===== config.mk =====
export PLATFORM = sky130hd
export DESIGN_NAME = fetch_top
export DESIGN_NICKNAME = d
export VERILOG_FILES = /design/src/design/fetch_pkg.sv /design/src/design/fetch_stage.sv /design/src/design/branch_target_buffer.sv /design/src/design/instruction_cache.sv /design/src/design/fetch_queue.sv /design/src/design/fetch_top.sv
export VERILOG_INCLUDE_DIRS = /design/src /design/src/design
export SDC_FILE = /design/constraint.sdc
export NUM_CORES = 2
export LEC_CHECK = 0
export ABC_AREA = 1
export ABC_CLOCK_PERIOD_IN_PS = 9200
export BUFFER_PORTS_ARGS = -buffer_cell sky130_fd_sc_hd__buf_2
export CAP_MARGIN = 10
export CELL_PAD_IN_SITES_DETAIL_PLACEMENT = 0
export CELL_PAD_IN_SITES_GLOBAL_PLACEMENT = 1
export CORE_ASPECT_RATIO = 0.9
export CORE_UTILIZATION = 50
export CTS_CLUSTER_DIAMETER = 120
export DETAILED_ROUTE_END_ITERATION = 10
export PLACE_DENSITY = 0.84
export REMOVE_ABC_BUFFERS = 1
export SLEW_MARGIN = 5
export SYNTH_ARGS = -nofsm -noshare
export SYNTH_HDL_FRONTEND = slang
export SYNTH_MEMORY_MAX_BITS = 65536
export SYNTH_SLANG_ARGS = --single-unit

===== constraint.sdc =====
create_clock -name clock -period 9.2 [get_ports clock]
set_input_delay 0.46 -clock clock [delete_from_list [all_inputs] [get_ports clock]]
set_output_delay 0.46 -clock clock [all_outputs]
set_load 0.005 [all_outputs]

===== src/design/fetch_macros.svh =====
`ifndef FETCH_MACROS_SVH
`define FETCH_MACROS_SVH

// word and address width of the core
`define XLEN 32

// block size of the instruction memory, in bits
`define BLOCK_BITS 64

// branch target buffer holds 2**4 = 16 entries
`define BTB_INDEX_BITS 4

// instruction cache holds 2**5 = 32 blocks of 8 bytes
`define ICACHE_INDEX_BITS 5

// fetch queue toward decode
`define FETCH_QUEUE_DEPTH 4

`endif


===== src/design/fetch_pkg.sv =====
`default_nettype none

`include "fetch_macros.svh"

package fetch_pkg;

	// data memory bus command, anything but none blocks fetch
	typedef enum logic [1:0] {
		bus_none  = 2'h0,
		bus_load  = 2'h1,
		bus_store = 2'h2
	} mem_command_t;

	// packet from fetch into the queue and on to decode
	typedef struct packed {
		logic             valid; // packet holds a real instruction
		logic [`XLEN-1:0] inst;  // 32-bit instruction word
		logic [`XLEN-1:0] pc;    // pc of inst
		logic [`XLEN-1:0] npc;   // predicted next pc
	} if_id_packet_t;

	// target buffer answer for the current pc
	typedef struct packed {
		logic             valid;      // tag hit
		logic             prediction; // counter high bit, 1 = taken
		logic [`XLEN-1:0] target_pc;
	} btb_lookup_t;

	// resolved branch coming back from retire
	typedef struct packed {
		logic             valid;
		logic [`XLEN-1:0] pc;
		logic             taken;
		logic [`XLEN-1:0] target_pc;
	} btb_update_t;

	// lookup request from fetch
	typedef struct packed {
		logic             valid;
		logic [`XLEN-1:0] pc;
	} fetch_btb_t;

	////////////////////////////////
	// refill port toward external memory
	////////////////////////////////

	typedef struct packed {
		logic             valid; // one-cycle request strobe
		logic [`XLEN-1:0] addr;  // block address, low 3 bits zero
	} mem_request_t;

	typedef struct packed {
		logic                   valid; // one-cycle response strobe
		logic [`BLOCK_BITS-1:0] data;  // whole block
	} mem_response_t;

endpackage

`default_nettype wire


===== src/design/fetch_stage.sv =====
`timescale 1ns/1ps
`default_nettype none

`include "fetch_macros.svh"

module fetch_stage import fetch_pkg::*; (
	input  wire logic                   clock,
	input  wire logic                   reset,
	input  wire logic                   squash,       // retire redirect, level
	input  wire logic [`XLEN-1:0]       rt_npc,       // redirect target
	input  wire logic                   stall,        // queue full
	input  wire mem_command_t           dmem_command, // data bus busy blocks fetch
	input  wire logic [`BLOCK_BITS-1:0] icache_data,
	input  wire logic                   icache_hit,
	input  wire btb_lookup_t            btb_lookup,
	output logic [`XLEN-1:0]            icache_addr,
	output if_id_packet_t               if_packet,
	output fetch_btb_t                  btb_request
);

	logic [`XLEN-1:0] pc;         // pc being fetched this cycle
	logic [`XLEN-1:0] pc_plus_4;
	logic [`XLEN-1:0] npc;        // predicted next pc
	logic             fetch_ok;   // packet goes into the queue this cycle
	logic             take_pred;

	//////////////////////////////
	// cache and btb requests
	//////////////////////////////

	assign icache_addr = {pc[`XLEN-1:3], 3'b000}; // block aligned

	assign btb_request.valid = fetch_ok;
	assign btb_request.pc    = pc;

	//////////////////////////////
	// next pc
	//////////////////////////////

	assign pc_plus_4 = pc + `XLEN'd4;
	assign take_pred = btb_lookup.valid && btb_lookup.prediction; // hit and counter says taken
	assign npc       = take_pred ? btb_lookup.target_pc : pc_plus_4;

	// fetch only when the data bus is idle, the queue has room and the block is present
	assign fetch_ok = (dmem_command == bus_none) && !stall && icache_hit;

	//////////////////////////////
	// outgoing packet
	//////////////////////////////

	always_comb begin
		if_packet.valid = fetch_ok;
		// pc bit 2 picks the upper word of the block
		if (pc[2]) begin
			if_packet.inst = icache_data[63:32];
		end else begin
			if_packet.inst = icache_data[31:0];
		end
		if_packet.pc  = pc;
		if_packet.npc = npc;
	end

	// pc register, squash wins over advancing
	always_ff @(posedge clock) begin
		if (reset) begin
			pc <= '0;          // boot at address 0
		end else if (squash) begin
			pc <= rt_npc;      // redirect from retire
		end else if (fetch_ok) begin
			pc <= npc;
		end
	end

endmodule

`default_nettype wire


===== src/design/branch_target_buffer.sv =====
`timescale 1ns/1ps
`default_nettype none

`include "fetch_macros.svh"

module branch_target_buffer import fetch_pkg::*; (
	input  wire logic  clock,
	input  wire logic  reset,
	input  wire fetch_btb_t  btb_request,
	input  wire btb_update_t btb_update,
	output btb_lookup_t      btb_lookup
);

	localparam int ENTRIES  = 1 << `BTB_INDEX_BITS;
	localparam int TAG_BITS = `XLEN - `BTB_INDEX_BITS - 2; // above index and word offset

	// entry storage
	logic                   entry_valid  [ENTRIES];
	logic [TAG_BITS-1:0]    entry_tag    [ENTRIES];
	logic [`XLEN-1:0]       entry_target [ENTRIES];
	logic [1:0]             entry_count  [ENTRIES]; // 2-bit saturating counter

	logic [`BTB_INDEX_BITS-1:0] rd_index;
	logic [TAG_BITS-1:0]        rd_tag;
	logic [`BTB_INDEX_BITS-1:0] wr_index;
	logic [TAG_BITS-1:0]        wr_tag;
	logic                       wr_hit;  // update pc already has an entry

	//////////////////////////////
	// lookup, combinational
	//////////////////////////////

	assign rd_index = btb_request.pc[`BTB_INDEX_BITS+1:2];
	assign rd_tag   = btb_request.pc[`XLEN-1:`BTB_INDEX_BITS+2];

	always_comb begin
		btb_lookup.valid      = btb_request.valid && entry_valid[rd_index] &&
			(entry_tag[rd_index] == rd_tag);
		btb_lookup.prediction = entry_count[rd_index][1]; // weakly/strongly taken
		btb_lookup.target_pc  = entry_target[rd_index];
	end

	//////////////////////////////
	// retire update
	//////////////////////////////

	assign wr_index = btb_update.pc[`BTB_INDEX_BITS+1:2];
	assign wr_tag   = btb_update.pc[`XLEN-1:`BTB_INDEX_BITS+2];
	assign wr_hit   = entry_valid[wr_index] && (entry_tag[wr_index] == wr_tag);

	// entry valid bits, set when a taken miss allocates
	always_ff @(posedge clock) begin
		if (reset) begin
			for (int i = 0; i < ENTRIES; i++) begin
				entry_valid[i] <= 1'b0;
			end
		end else if (btb_update.valid && !wr_hit && btb_update.taken) begin
			entry_valid[wr_index] <= 1'b1; // allocate on first taken
		end
	end

	// counters, tags and targets
	always_ff @(posedge clock) begin
		if (btb_update.valid) begin
			if (wr_hit) begin
				if (btb_update.taken) begin
					if (entry_count[wr_index] != 2'b11) begin
						entry_count[wr_index] <= entry_count[wr_index] + 2'b01; // count up
					end
					entry_target[wr_index] <= btb_update.target_pc; // target may have moved
				end else if (entry_count[wr_index] != 2'b00) begin
					entry_count[wr_index] <= entry_count[wr_index] - 2'b01;     // count down
				end
			end else if (btb_update.taken) begin
				// new entry starts weakly taken
				entry_tag[wr_index]    <= wr_tag;
				entry_target[wr_index] <= btb_update.target_pc;
				entry_count[wr_index]  <= 2'b10;
			end
			// not-taken miss leaves the table alone
		end
	end

endmodule

`default_nettype wire


===== src/design/instruction_cache.sv =====
`timescale 1ns/1ps
`default_nettype none

`include "fetch_macros.svh"

module instruction_cache import fetch_pkg::*; (
	input  wire logic             clock,
	input  wire logic             reset,
	input  wire logic [`XLEN-1:0] icache_addr,  // block aligned fetch address
	input  wire mem_response_t    mem_response,
	output logic [`BLOCK_BITS-1:0] icache_data,
	output logic                   icache_hit,
	output mem_request_t           mem_request
);

	localparam int BLOCKS   = 1 << `ICACHE_INDEX_BITS;
	localparam int TAG_BITS = `XLEN - `ICACHE_INDEX_BITS - 3; // 8-byte blocks

	// refill machine, one miss in flight
	typedef enum logic {
		refill_idle,
		refill_wait
	} refill_state_t;

	refill_state_t state;

	logic                   line_valid [BLOCKS];
	logic [TAG_BITS-1:0]    line_tag   [BLOCKS];
	logic [`BLOCK_BITS-1:0] line_data  [BLOCKS];

	logic [`ICACHE_INDEX_BITS-1:0] rd_index;
	logic [TAG_BITS-1:0]           rd_tag;
	logic [`ICACHE_INDEX_BITS-1:0] fill_index; // block named by the request
	logic [TAG_BITS-1:0]           fill_tag;

	logic             req_valid;   // request strobe
	logic [`XLEN-1:0] req_addr;    // missed block, held until the response

	//////////////////////////////
	// read side
	//////////////////////////////

	assign rd_index = icache_addr[`ICACHE_INDEX_BITS+2:3];
	assign rd_tag   = icache_addr[`XLEN-1:`ICACHE_INDEX_BITS+3];

	assign icache_hit  = line_valid[rd_index] && (line_tag[rd_index] == rd_tag);
	assign icache_data = line_data[rd_index];

	//////////////////////////////
	// refill
	//////////////////////////////

	assign fill_index = req_addr[`ICACHE_INDEX_BITS+2:3];
	assign fill_tag   = req_addr[`XLEN-1:`ICACHE_INDEX_BITS+3];

	assign mem_request.valid = req_valid;
	assign mem_request.addr  = req_addr;

	always_ff @(posedge clock) begin
		if (reset) begin
			state     <= refill_idle;
			req_valid <= 1'b0;
		end else begin
			req_valid <= 1'b0; // strobe lasts one cycle
			case (state)
				refill_idle: begin
					if (!icache_hit) begin
						state     <= refill_wait;
						req_valid <= 1'b1;   // goes out the cycle after the miss
					end
				end
				refill_wait: begin
					if (mem_response.valid) begin
						state <= refill_idle; // block lands this edge
					end
				end
				default: state <= refill_idle;
			endcase
		end
	end

	// address latched together with the request strobe
	always_ff @(posedge clock) begin
		if (state == refill_idle && !icache_hit) begin
			req_addr <= {icache_addr[`XLEN-1:3], 3'b000};
		end
	end

	// valid bits
	always_ff @(posedge clock) begin
		if (reset) begin
			for (int i = 0; i < BLOCKS; i++) begin
				line_valid[i] <= 1'b0;
			end
		end else if (state == refill_wait && mem_response.valid) begin
			line_valid[fill_index] <= 1'b1;
		end
	end

	// tag and data write, always to the requested block even after a squash
	always_ff @(posedge clock) begin
		if (state == refill_wait && mem_response.valid) begin
			line_tag[fill_index]  <= fill_tag;
			line_data[fill_index] <= mem_response.data;
		end
	end

endmodule

`default_nettype wire


===== src/design/fetch_queue.sv =====
`timescale 1ns/1ps
`default_nettype none

`include "fetch_macros.svh"

module fetch_queue import fetch_pkg::*; (
	input  wire logic          clock,
	input  wire logic          reset,
	input  wire logic          squash,      // flush everything
	input  wire if_id_packet_t push_packet, // pushed when its valid bit is set
	input  wire logic          decode_pop,  // pulse from decode
	output if_id_packet_t      head_packet,
	output logic               full
);

	localparam int DEPTH     = `FETCH_QUEUE_DEPTH;
	localparam int PTR_BITS  = (DEPTH > 1) ? $clog2(DEPTH) : 1;
	localparam int CNT_BITS  = $clog2(DEPTH + 1);

	if_id_packet_t entries [DEPTH]; // packet storage

	logic [PTR_BITS-1:0] head_ptr;
	logic [PTR_BITS-1:0] tail_ptr;
	logic [CNT_BITS-1:0] count;

	logic empty;
	logic do_push;
	logic do_pop;

	assign empty = (count == '0);
	assign full  = (count == CNT_BITS'(DEPTH));

	assign do_pop  = decode_pop && !empty;               // pop on empty is dropped
	assign do_push = push_packet.valid && (!full || do_pop); // full queue takes a push with a pop

	// head view, valid only when something is stored
	always_comb begin
		head_packet       = entries[head_ptr];
		head_packet.valid = !empty;
	end

	//////////////////////////////
	// pointers and count
	//////////////////////////////

	always_ff @(posedge clock) begin
		if (reset || squash) begin
			head_ptr <= '0;
			tail_ptr <= '0;
			count    <= '0;
		end else begin
			if (do_push) begin
				tail_ptr <= (tail_ptr == PTR_BITS'(DEPTH - 1)) ? '0 : tail_ptr + 1'b1;
			end
			if (do_pop) begin
				head_ptr <= (head_ptr == PTR_BITS'(DEPTH - 1)) ? '0 : head_ptr + 1'b1;
			end
			if (do_push && !do_pop) begin
				count <= count + 1'b1;
			end else if (do_pop && !do_push) begin
				count <= count - 1'b1;
			end
		end
	end

	// storage write, a squash drops the push of that cycle
	always_ff @(posedge clock) begin
		if (do_push && !squash) begin
			entries[tail_ptr] <= push_packet;
		end
	end

endmodule

`default_nettype wire


===== src/design/fetch_top.sv =====
`timescale 1ns/1ps
`default_nettype none

`include "fetch_macros.svh"

module fetch_top import fetch_pkg::*; (
	input  wire logic             clock,
	input  wire logic             reset,
	input  wire logic             squash,       // retire redirect
	input  wire logic [`XLEN-1:0] rt_npc,
	input  wire mem_command_t     dmem_command,
	input  wire btb_update_t      btb_update,   // resolved branches
	input  wire mem_response_t    mem_response, // refill data
	input  wire logic             decode_pop,
	output mem_request_t          mem_request,
	output if_id_packet_t         decode_packet // queue head
);

	//////////////////////////////
	// internal nets
	//////////////////////////////

	logic [`XLEN-1:0]       icache_addr;
	logic [`BLOCK_BITS-1:0] icache_data;
	logic                   icache_hit;
	logic                   queue_full;  // stall into fetch
	if_id_packet_t          if_packet;
	fetch_btb_t             btb_request;
	btb_lookup_t            btb_lookup;

	fetch_stage fetch_stage_inst (
		.clock        (clock),
		.reset        (reset),
		.squash       (squash),
		.rt_npc       (rt_npc),
		.stall        (queue_full),
		.dmem_command (dmem_command),
		.icache_data  (icache_data),
		.icache_hit   (icache_hit),
		.btb_lookup   (btb_lookup),
		.icache_addr  (icache_addr),
		.if_packet    (if_packet),
		.btb_request  (btb_request)
	);

	branch_target_buffer branch_target_buffer_inst (
		.clock       (clock),
		.reset       (reset),
		.btb_request (btb_request),
		.btb_update  (btb_update),
		.btb_lookup  (btb_lookup)
	);

	instruction_cache instruction_cache_inst (
		.clock        (clock),
		.reset        (reset),
		.icache_addr  (icache_addr),
		.mem_response (mem_response),
		.icache_data  (icache_data),
		.icache_hit   (icache_hit),
		.mem_request  (mem_request)
	);

	fetch_queue fetch_queue_inst (
		.clock       (clock),
		.reset       (reset),
		.squash      (squash),
		.push_packet (if_packet),
		.decode_pop  (decode_pop),
		.head_packet (decode_packet),
		.full        (queue_full)
	);

endmodule

`default_nettype wire


=== Word level (Yosys, flattened, before mapping) ===
Memory sizes are Yosys's and may differ from the RTL's. A register that Yosys moved wholly into a read port is not among the register bits.
Cells that the tools add are included.

* Bitwise gates (word level): 4
* Eq/ne operators: 7
* Reduce and logical (&&, ||, !) cells: 33
* Multiplexer cells: 64
* Add/sub/neg operators: 7

{| class="wikitable"
|+ Operators with widths
! cell !! count
|-
| two-way mux 32 bit || 5
|-
| equality test 26 bit || 2
|-
| two-way mux 4 bit || 9
|-
| two-way mux 5 bit || 7
|-
| two-way mux 1 bit || 34
|-
| adder 32 x 3 -> 32 bit, second input constant || 1
|-
| equality test 24 bit || 1
|-
| logical AND 1 bit || 16
|-
| two-way mux 2 bit || 6
|-
| zero test 1 bit || 7
|-
| adder 2 x 1 -> 2 bit, second input constant || 3
|-
| two-way mux 3 bit || 2
|-
| nonzero test 2 bit || 3
|-
| equality test 2 bit, second input constant || 2
|-
| adder 3 x 1 -> 3 bit, second input constant || 1
|-
| equality test 3 bit, second input constant || 1
|-
| zero test 3 bit || 1
|-
| bitwise OR 1 bit || 3
|-
| subtractor 3 x 1 -> 3 bit, second input constant || 1
|-
| zero test 2 bit || 1
|-
| logical OR 1 bit || 2
|-
| inequality test 2 bit, second input constant || 1
|-
| case mux 1 bit (2 select lines) || 1
|-
| OR reduction 1 bit || 2
|-
| 3 further kinds || 3
|}

* Bits in registers: 70
* Memories: 8
* Bits in writable memories: 4,212
* Word-level logic and storage cells: 130
* Output and inout port bits: 130

{| class="wikitable"
|+ Memories
! memory !! depth !! width !! rd ports !! clocked after Yosys merged registers in !! write ports !! line !! RTL
|-
| instruction_cache_inst.line_data || 32 || 64 || 1 || 1 || 1 || instruction_cache.sv:29 || <nowiki>logic [`BLOCK_BITS-1:0] line_data [BLOCKS];</nowiki>
|-
| instruction_cache_inst.line_tag || 32 || 24 || 1 || 1 || 1 || instruction_cache.sv:28 || <nowiki>logic [TAG_BITS-1:0] line_tag [BLOCKS];</nowiki>
|-
| branch_target_buffer_inst.entry_target || 16 || 32 || 1 || 1 || 1 || branch_target_buffer.sv:20 || <nowiki>logic [`XLEN-1:0] entry_target [ENTRIES];</nowiki>
|-
| branch_target_buffer_inst.entry_tag || 16 || 26 || 2 || 1 || 1 || branch_target_buffer.sv:19 || <nowiki>logic [TAG_BITS-1:0] entry_tag [ENTRIES];</nowiki>
|-
| fetch_queue_inst.entries || 4 || 97 || 1 || 1 || 1 || fetch_queue.sv:20 || <nowiki>if_id_packet_t entries [DEPTH];</nowiki>
|-
| branch_target_buffer_inst.entry_count || 16 || 2 || 2 || 1 || 1 || branch_target_buffer.sv:21 || <nowiki>logic [1:0] entry_count [ENTRIES];</nowiki>
|-
| +2 memories || -- || -- || -- || -- || -- || -- ||
|}

=== Depth between registers and ports, before layout ===
* Depth in word-level cells: 12
* Gate-level depth with buffers: 28
* Depth with buffers taken out: 25

=== By module ===
Synthesis repeated with hierarchy kept, for this count alone.

* Cells, all modules: 14,533
* Area total of the unflattened synthesis: 175,235.6 sq um

{| class="wikitable"
|+ By module, submodules not included
! module !! cells each !! area an instance (sq um) !! instances !! seq. area each (sq um)
|-
| instruction_cache || 8,766 || 113,461.3 || 1 || 86,112.6
|-
| branch_target_buffer || 4,104 || 43,314.0 || 1 || 29,148.0
|-
| fetch_queue || 1,000 || 14,784.2 || 1 || 11,711.2
|-
| fetch_stage || 663 || 3,676.0 || 1 || 640.6
|}

=== Worst setup path after synthesis ===
No wires, ideal clock.

* Path kind: register to register
* Start: register (tool-made name)
* End: memory fetch_queue_inst.entries[0][0] (netlist bit) (enable)
* Path slack: 2,319 ps
* Data required time: 8,649 ps
* Library setup time: 551 ps
* Cell stages (with the launch flop): 21
* Clock period less this slack: 6,881 ps
* Arrival: 6,330 ps
* Path buffers: 3
* Path through: dfxtp_1 inv_2 buf_2 clkbuf_1 nand2_1 nand3_1 nand3_1 nand3_1 nand3_1 nand2_1 nand2_1 nand2_1 nand2_1 nor2_1 nand3_1 nor2_4 nand2_2 nor2_4 buf_4 inv_1 nor2_1

{| class="wikitable"
|+ RTL lines
! item !! line
|-
| end: declaration || fetch_queue.sv:20
|}

==> tab_implementation.tex <==
\begin{tabular}{lr}
\hline
Metric & Value \\
\hline
\multicolumn{2}{l}{\textbf{Synth}} \\
Simple-gate share of the synthesized area & 0.1229 \\
Top flip-flop cell by instance count after synthesis & sky130\_fd\_sc\_hd\_\_edfxtp\_1 \\
Synth Cell Area & approximately 170000 sq um \\
Main combinational cell family by area after synthesis & simple AND/OR/NAND/NOR gates \\
Post-synthesis instance total & about 14000 \\
Synth Area per Inst & between 10 and 15 sq um \\
Number of flip-flops and latches in the synthesized netlist & 4286 \\
Async set or reset register ratio after synthesis & 0 \\
Warnings from Yosys & 0 \\
Multiplexer share of the synthesized area & 0 \\
Synthesized-area fraction occupied by adder cells & 0.0006221 \\
XOR/XNOR share of the synthesized area & 0.002025 \\
Number of enable-type register cells in the synthesized netlist & $\sim$4200 \\
Count of unique library cells instantiated by Yosys & between 50 and 60 \\
Compound-cell area share of the yosys netlist & 0.1062 \\
Post-synthesis sequential area ratio & 0.7385 \\
\multicolumn{2}{l}{\textbf{Setup path}} \\
CP endpoint kind & register \\
Family with the most delay on the worst path & simple AND/OR/NAND/NOR gates \\
Type of the worst setup path & reg -> reg \\
Data required time of the worst path & roughly 9800 ps \\
Buffers plus inverters on the worst setup path & 5 \\
Critical-path cell with the highest stage delay & sky130\_fd\_sc\_hd\_\_buf\_4 \\
Cells along the critical path & buf\_12, buf\_4, nand2\_1, nand3\_1, nand3\_1, nand3\_1, nand3\_1, nand2\_1, nand2\_1, nand2\_1, nand2\_1, nor2\_1, nand3\_1, nor2\_4, nand2\_2, nor2\_4, buf\_4, inv\_1, nor2\_4, buf\_12 \\
Worst-path fanout max & around 130 \\
Max incr delay on CP & 900 ps \\
Arrival time of the worst setup path & about 7800 ps \\
CP Launch Type & register \\
\multicolumn{2}{l}{\textbf{Drt}} \\
Remaining routing DRC violations & 0 \\
Wire length after detailed routing & between 500000 and 600000 microns \\
Number of vias after detailed routing & $\sim$120k \\
First-iteration detailed-routing DRC count & 16450 \\
DR vias/cell & between 6 and 7 \\
Post-detailed-route wirelength per cell & roughly 27 microns \\
Number of detailed-route iterations in the first pass & 6 \\
Remaining antenna violation count after routing & 0 \\
\multicolumn{2}{l}{\textbf{Place}} \\
Global placer's final weighted congestion & just under 0.9 \\
Count of buffers inserted at the top-level ports & between 200 and 300 \\
HPWL after detailed placement & approximately 250000 microns \\
Area after DPL & 178900 sq um \\
\multicolumn{2}{l}{\textbf{Clock tree}} \\
Clock Latency Late Sink & approximately 990 ps \\
Buffer depth of the longest clock path & 4 \\
Total clock buffers created by CTS & about 430 \\
Clock tree from TritonCTS & yes \\
Buffer type at the clock tree root & sky130\_fd\_sc\_hd\_\_clkbuf\_16 \\
Total number of H-tree levels & 5 \\
Number of sinks driven by the clock tree & about 4300 \\
Clock input transition at the sequential cells of the worst setup and hold paths & around 60 ps \\
\multicolumn{2}{l}{\textbf{Timing}} \\
TNS Setup & 0 ps \\
Achievable frequency & 0.1392 GHz \\
Minimum hold slack & approximately 100 ps \\
Final period util & 0.7810 \\
Number of setup violations in the final report & 0 \\
Clock Skew & $\sim$65 ps \\
Count of final max-slew check failures & 0 \\
Unrepaired setup endpoints after global routing & no \\
Minimum clock period after layout & 7185 ps \\
Actual slew at the worst max-slew pin & 1274 ps \\
Final number of hold-violating endpoints & 0 \\
Relative slew slack & 0.1510 \\
\multicolumn{2}{l}{\textbf{Pwr}} \\
Pwr Total & about 41 mW \\
Reported leakage power & between 60 and 70 nW \\
Worst IR Drop VDD & $\sim$0.00016 V \\
Power density normalized to cell area & 211.2 nW/um\^{}2 \\
\multicolumn{2}{l}{\textbf{Finish}} \\
Ratio of cells with drive above 1 in the final layout & 0.08416 \\
Area Overhead vs Synth & 12.09\% \\
Post-route cell area & just under 200000 sq um \\
Post-layout nets & between 10000 and 15000 \\
\multicolumn{2}{l}{\textbf{Die}} \\
Effective utilization at floorplan & 0.5035 \\
DIE AREA & $\sim$350000 sq um \\
Height of the die & 560.0 microns \\
CORE AREA & around 340000 sq um \\
Row count & roughly 200 \\
Die Width & 622.0 microns \\
Io pins & about 300 \\
\multicolumn{2}{l}{\textbf{Global routing}} \\
Number of global-route vias before repair & $\sim$110k \\
Sum of overflow across all layers after global routing & 0 \\
Global-route usage over all layers & 0.2855 \\
First-pass GRT wire length & between 700000 and 800000 microns \\
Largest net degree at the start of global routing & 212 \\
Initial antenna violation count & 40 \\
\multicolumn{2}{l}{\textbf{Run status}} \\
Status & complete, no violations \\
\multicolumn{2}{l}{\textbf{Flow run}} \\
Max cap viols & 0 \\
\multicolumn{2}{l}{\textbf{Worst hold path}} \\
Class of the tightest hold or removal check & in -> reg \\
\hline
\end{tabular}
[metal layers]
metal | vias to the layer above | routed length (microns) | track usage
li1 | 51790 | - | -
met1 | 57740 | 195700 | 0.3912
met2 | 6734 | 234700 | 0.4503
met3 | 1202 | 57390 | 0.05264
met4 | 22 | 24770 | 0.1218
met5 | - | 128 | 0
[where the power goes]
group	internal, mW	switching (mW)
clock network	9.38	7.31
registers	21.6	0.108
logic	0.661	1.87
total	31.7	9.29
[cell usage after synthesis, drive strengths merged (7+ instances only)]
library cell	number	area (sq um)
nor3	25	125.1
edfxtp	4189	125800
nand4	49	306.5
clkbuf	673	2526
nor2	2173	8189
inv	263	987.2
a22oi	206	1546
o221ai	85	744.5
xor2	38	332.8
ha	7	87.58
nand3	1101	5520
a21oi	131	655.6
o32ai	25	219.0
o22ai	803	5024
dfxtp	97	1942
a31oi	14	87.58
buf	316	1628
o211ai	43	322.8
o21ai	1897	9494
nand2	1849	6948
and2	18	112.6
[cells in the final DEF (no fill, tap or decap), drive strengths merged, types with 206 or more instances in the layout]
master	Yosys	layout
nand2	1849	1849
buf	316	545
inv	263	270
edfxtp	4189	4189
o22ai	803	803
clkbuf	673	545
nor2	2173	2173
nand3	1101	1101
o21ai	1897	1897
a22oi	206	206
[final timing paths]
path / from / to / slack, ps / depth (start not counted)
hold / removal: rt_npc[7] / register / 100 / 5
setup reg to reg: register / fetch_queue_inst.entries[0][81]$_DFFE_PP_ / 2010 / 20
hold reg to reg: instruction_cache_inst.line_valid[2]$_DFF_P_ / instruction_cache_inst.line_valid[2]$_DFF_P_ / 470 / 2
setup / recovery: register / fetch_queue_inst.entries[0][81]$_DFFE_PP_ / 2010 / 20
[worst reg2reg max path, stage by stage, from the launching register on]
cell and delay [ps]:
sky130_fd_sc_hd__dfxtp_4 660, sky130_fd_sc_hd__buf_12 420, sky130_fd_sc_hd__buf_4 1220, sky130_fd_sc_hd__nand2_1 120, sky130_fd_sc_hd__nand3_1 130, sky130_fd_sc_hd__nand3_1 100, sky130_fd_sc_hd__nand3_1 110, sky130_fd_sc_hd__nand3_1 130
sky130_fd_sc_hd__nand2_1 110, sky130_fd_sc_hd__nand2_1 50, sky130_fd_sc_hd__nand2_1 240, sky130_fd_sc_hd__nand2_1 90, sky130_fd_sc_hd__nor2_1 150, sky130_fd_sc_hd__nand3_1 260, sky130_fd_sc_hd__nor2_4 510, sky130_fd_sc_hd__nand2_2 630
sky130_fd_sc_hd__nor2_4 230, sky130_fd_sc_hd__buf_4 420, sky130_fd_sc_hd__inv_1 310, sky130_fd_sc_hd__nor2_4 170, sky130_fd_sc_hd__buf_12 600
[cell families (layout without fill, tap and decap cells)]
family,after synthesis,in the layout
other,1,22
AO/OA/AOI/OAI,3236,3236
buffers and inverters,1253,1748
AND/OR/NAND/NOR,5223,5223
adder cells (fa/ha/maj),8,8
flip-flops,4286,4286
XOR/XNOR,40,40
[metrics by stage]
step,cells,utilization,setup WS (ps)
after detailed placement,18140,0.5208,2264
after global routing,19080,0.5642,1849
after global placement,18140,0.5208,2285
after CTS,19080,0.5642,2285
final,19100,0.5643,2015
after floorplan,13060,-,-111690
[flip-flops by register name, indices dropped and copies added, names as in the netlist, 32 cells and up, named ones only]
signal and count:
instruction_cache_inst.line_tag 768, branch_target_buffer_inst.entry_count 32, instruction_cache_inst.line_data 2048, fetch_stage_inst.pc 32, fetch_queue_inst.entries 384, branch_target_buffer_inst.entry_tag 416
branch_target_buffer_inst.entry_target 512, instruction_cache_inst.line_valid 32
[what timing repair did]
| action | 4_1_cts | 5_1_grt |
|---|---|---|
| setup buffers | 0 | 0 |
| hold buffers | 153 | 0 |
| hold endpoints to repair | 3013 | 0 |
| gates resized for setup | 0 | 0 |
[cell type report]
cell class | count | area [sq um]
well taps | 4532 | 5670
clock inverters | 241 | 1934
repair buffers | 698 | 5443
flip-flops and latches | 4286 | 127800
inverters | 264 | 1050
clock buffers | 545 | 11420
diodes | 19 | 47.55
multi-input cells | 8510 | 40540
fillers | 27250 | 149700
(Power assumes the default switching activity.)
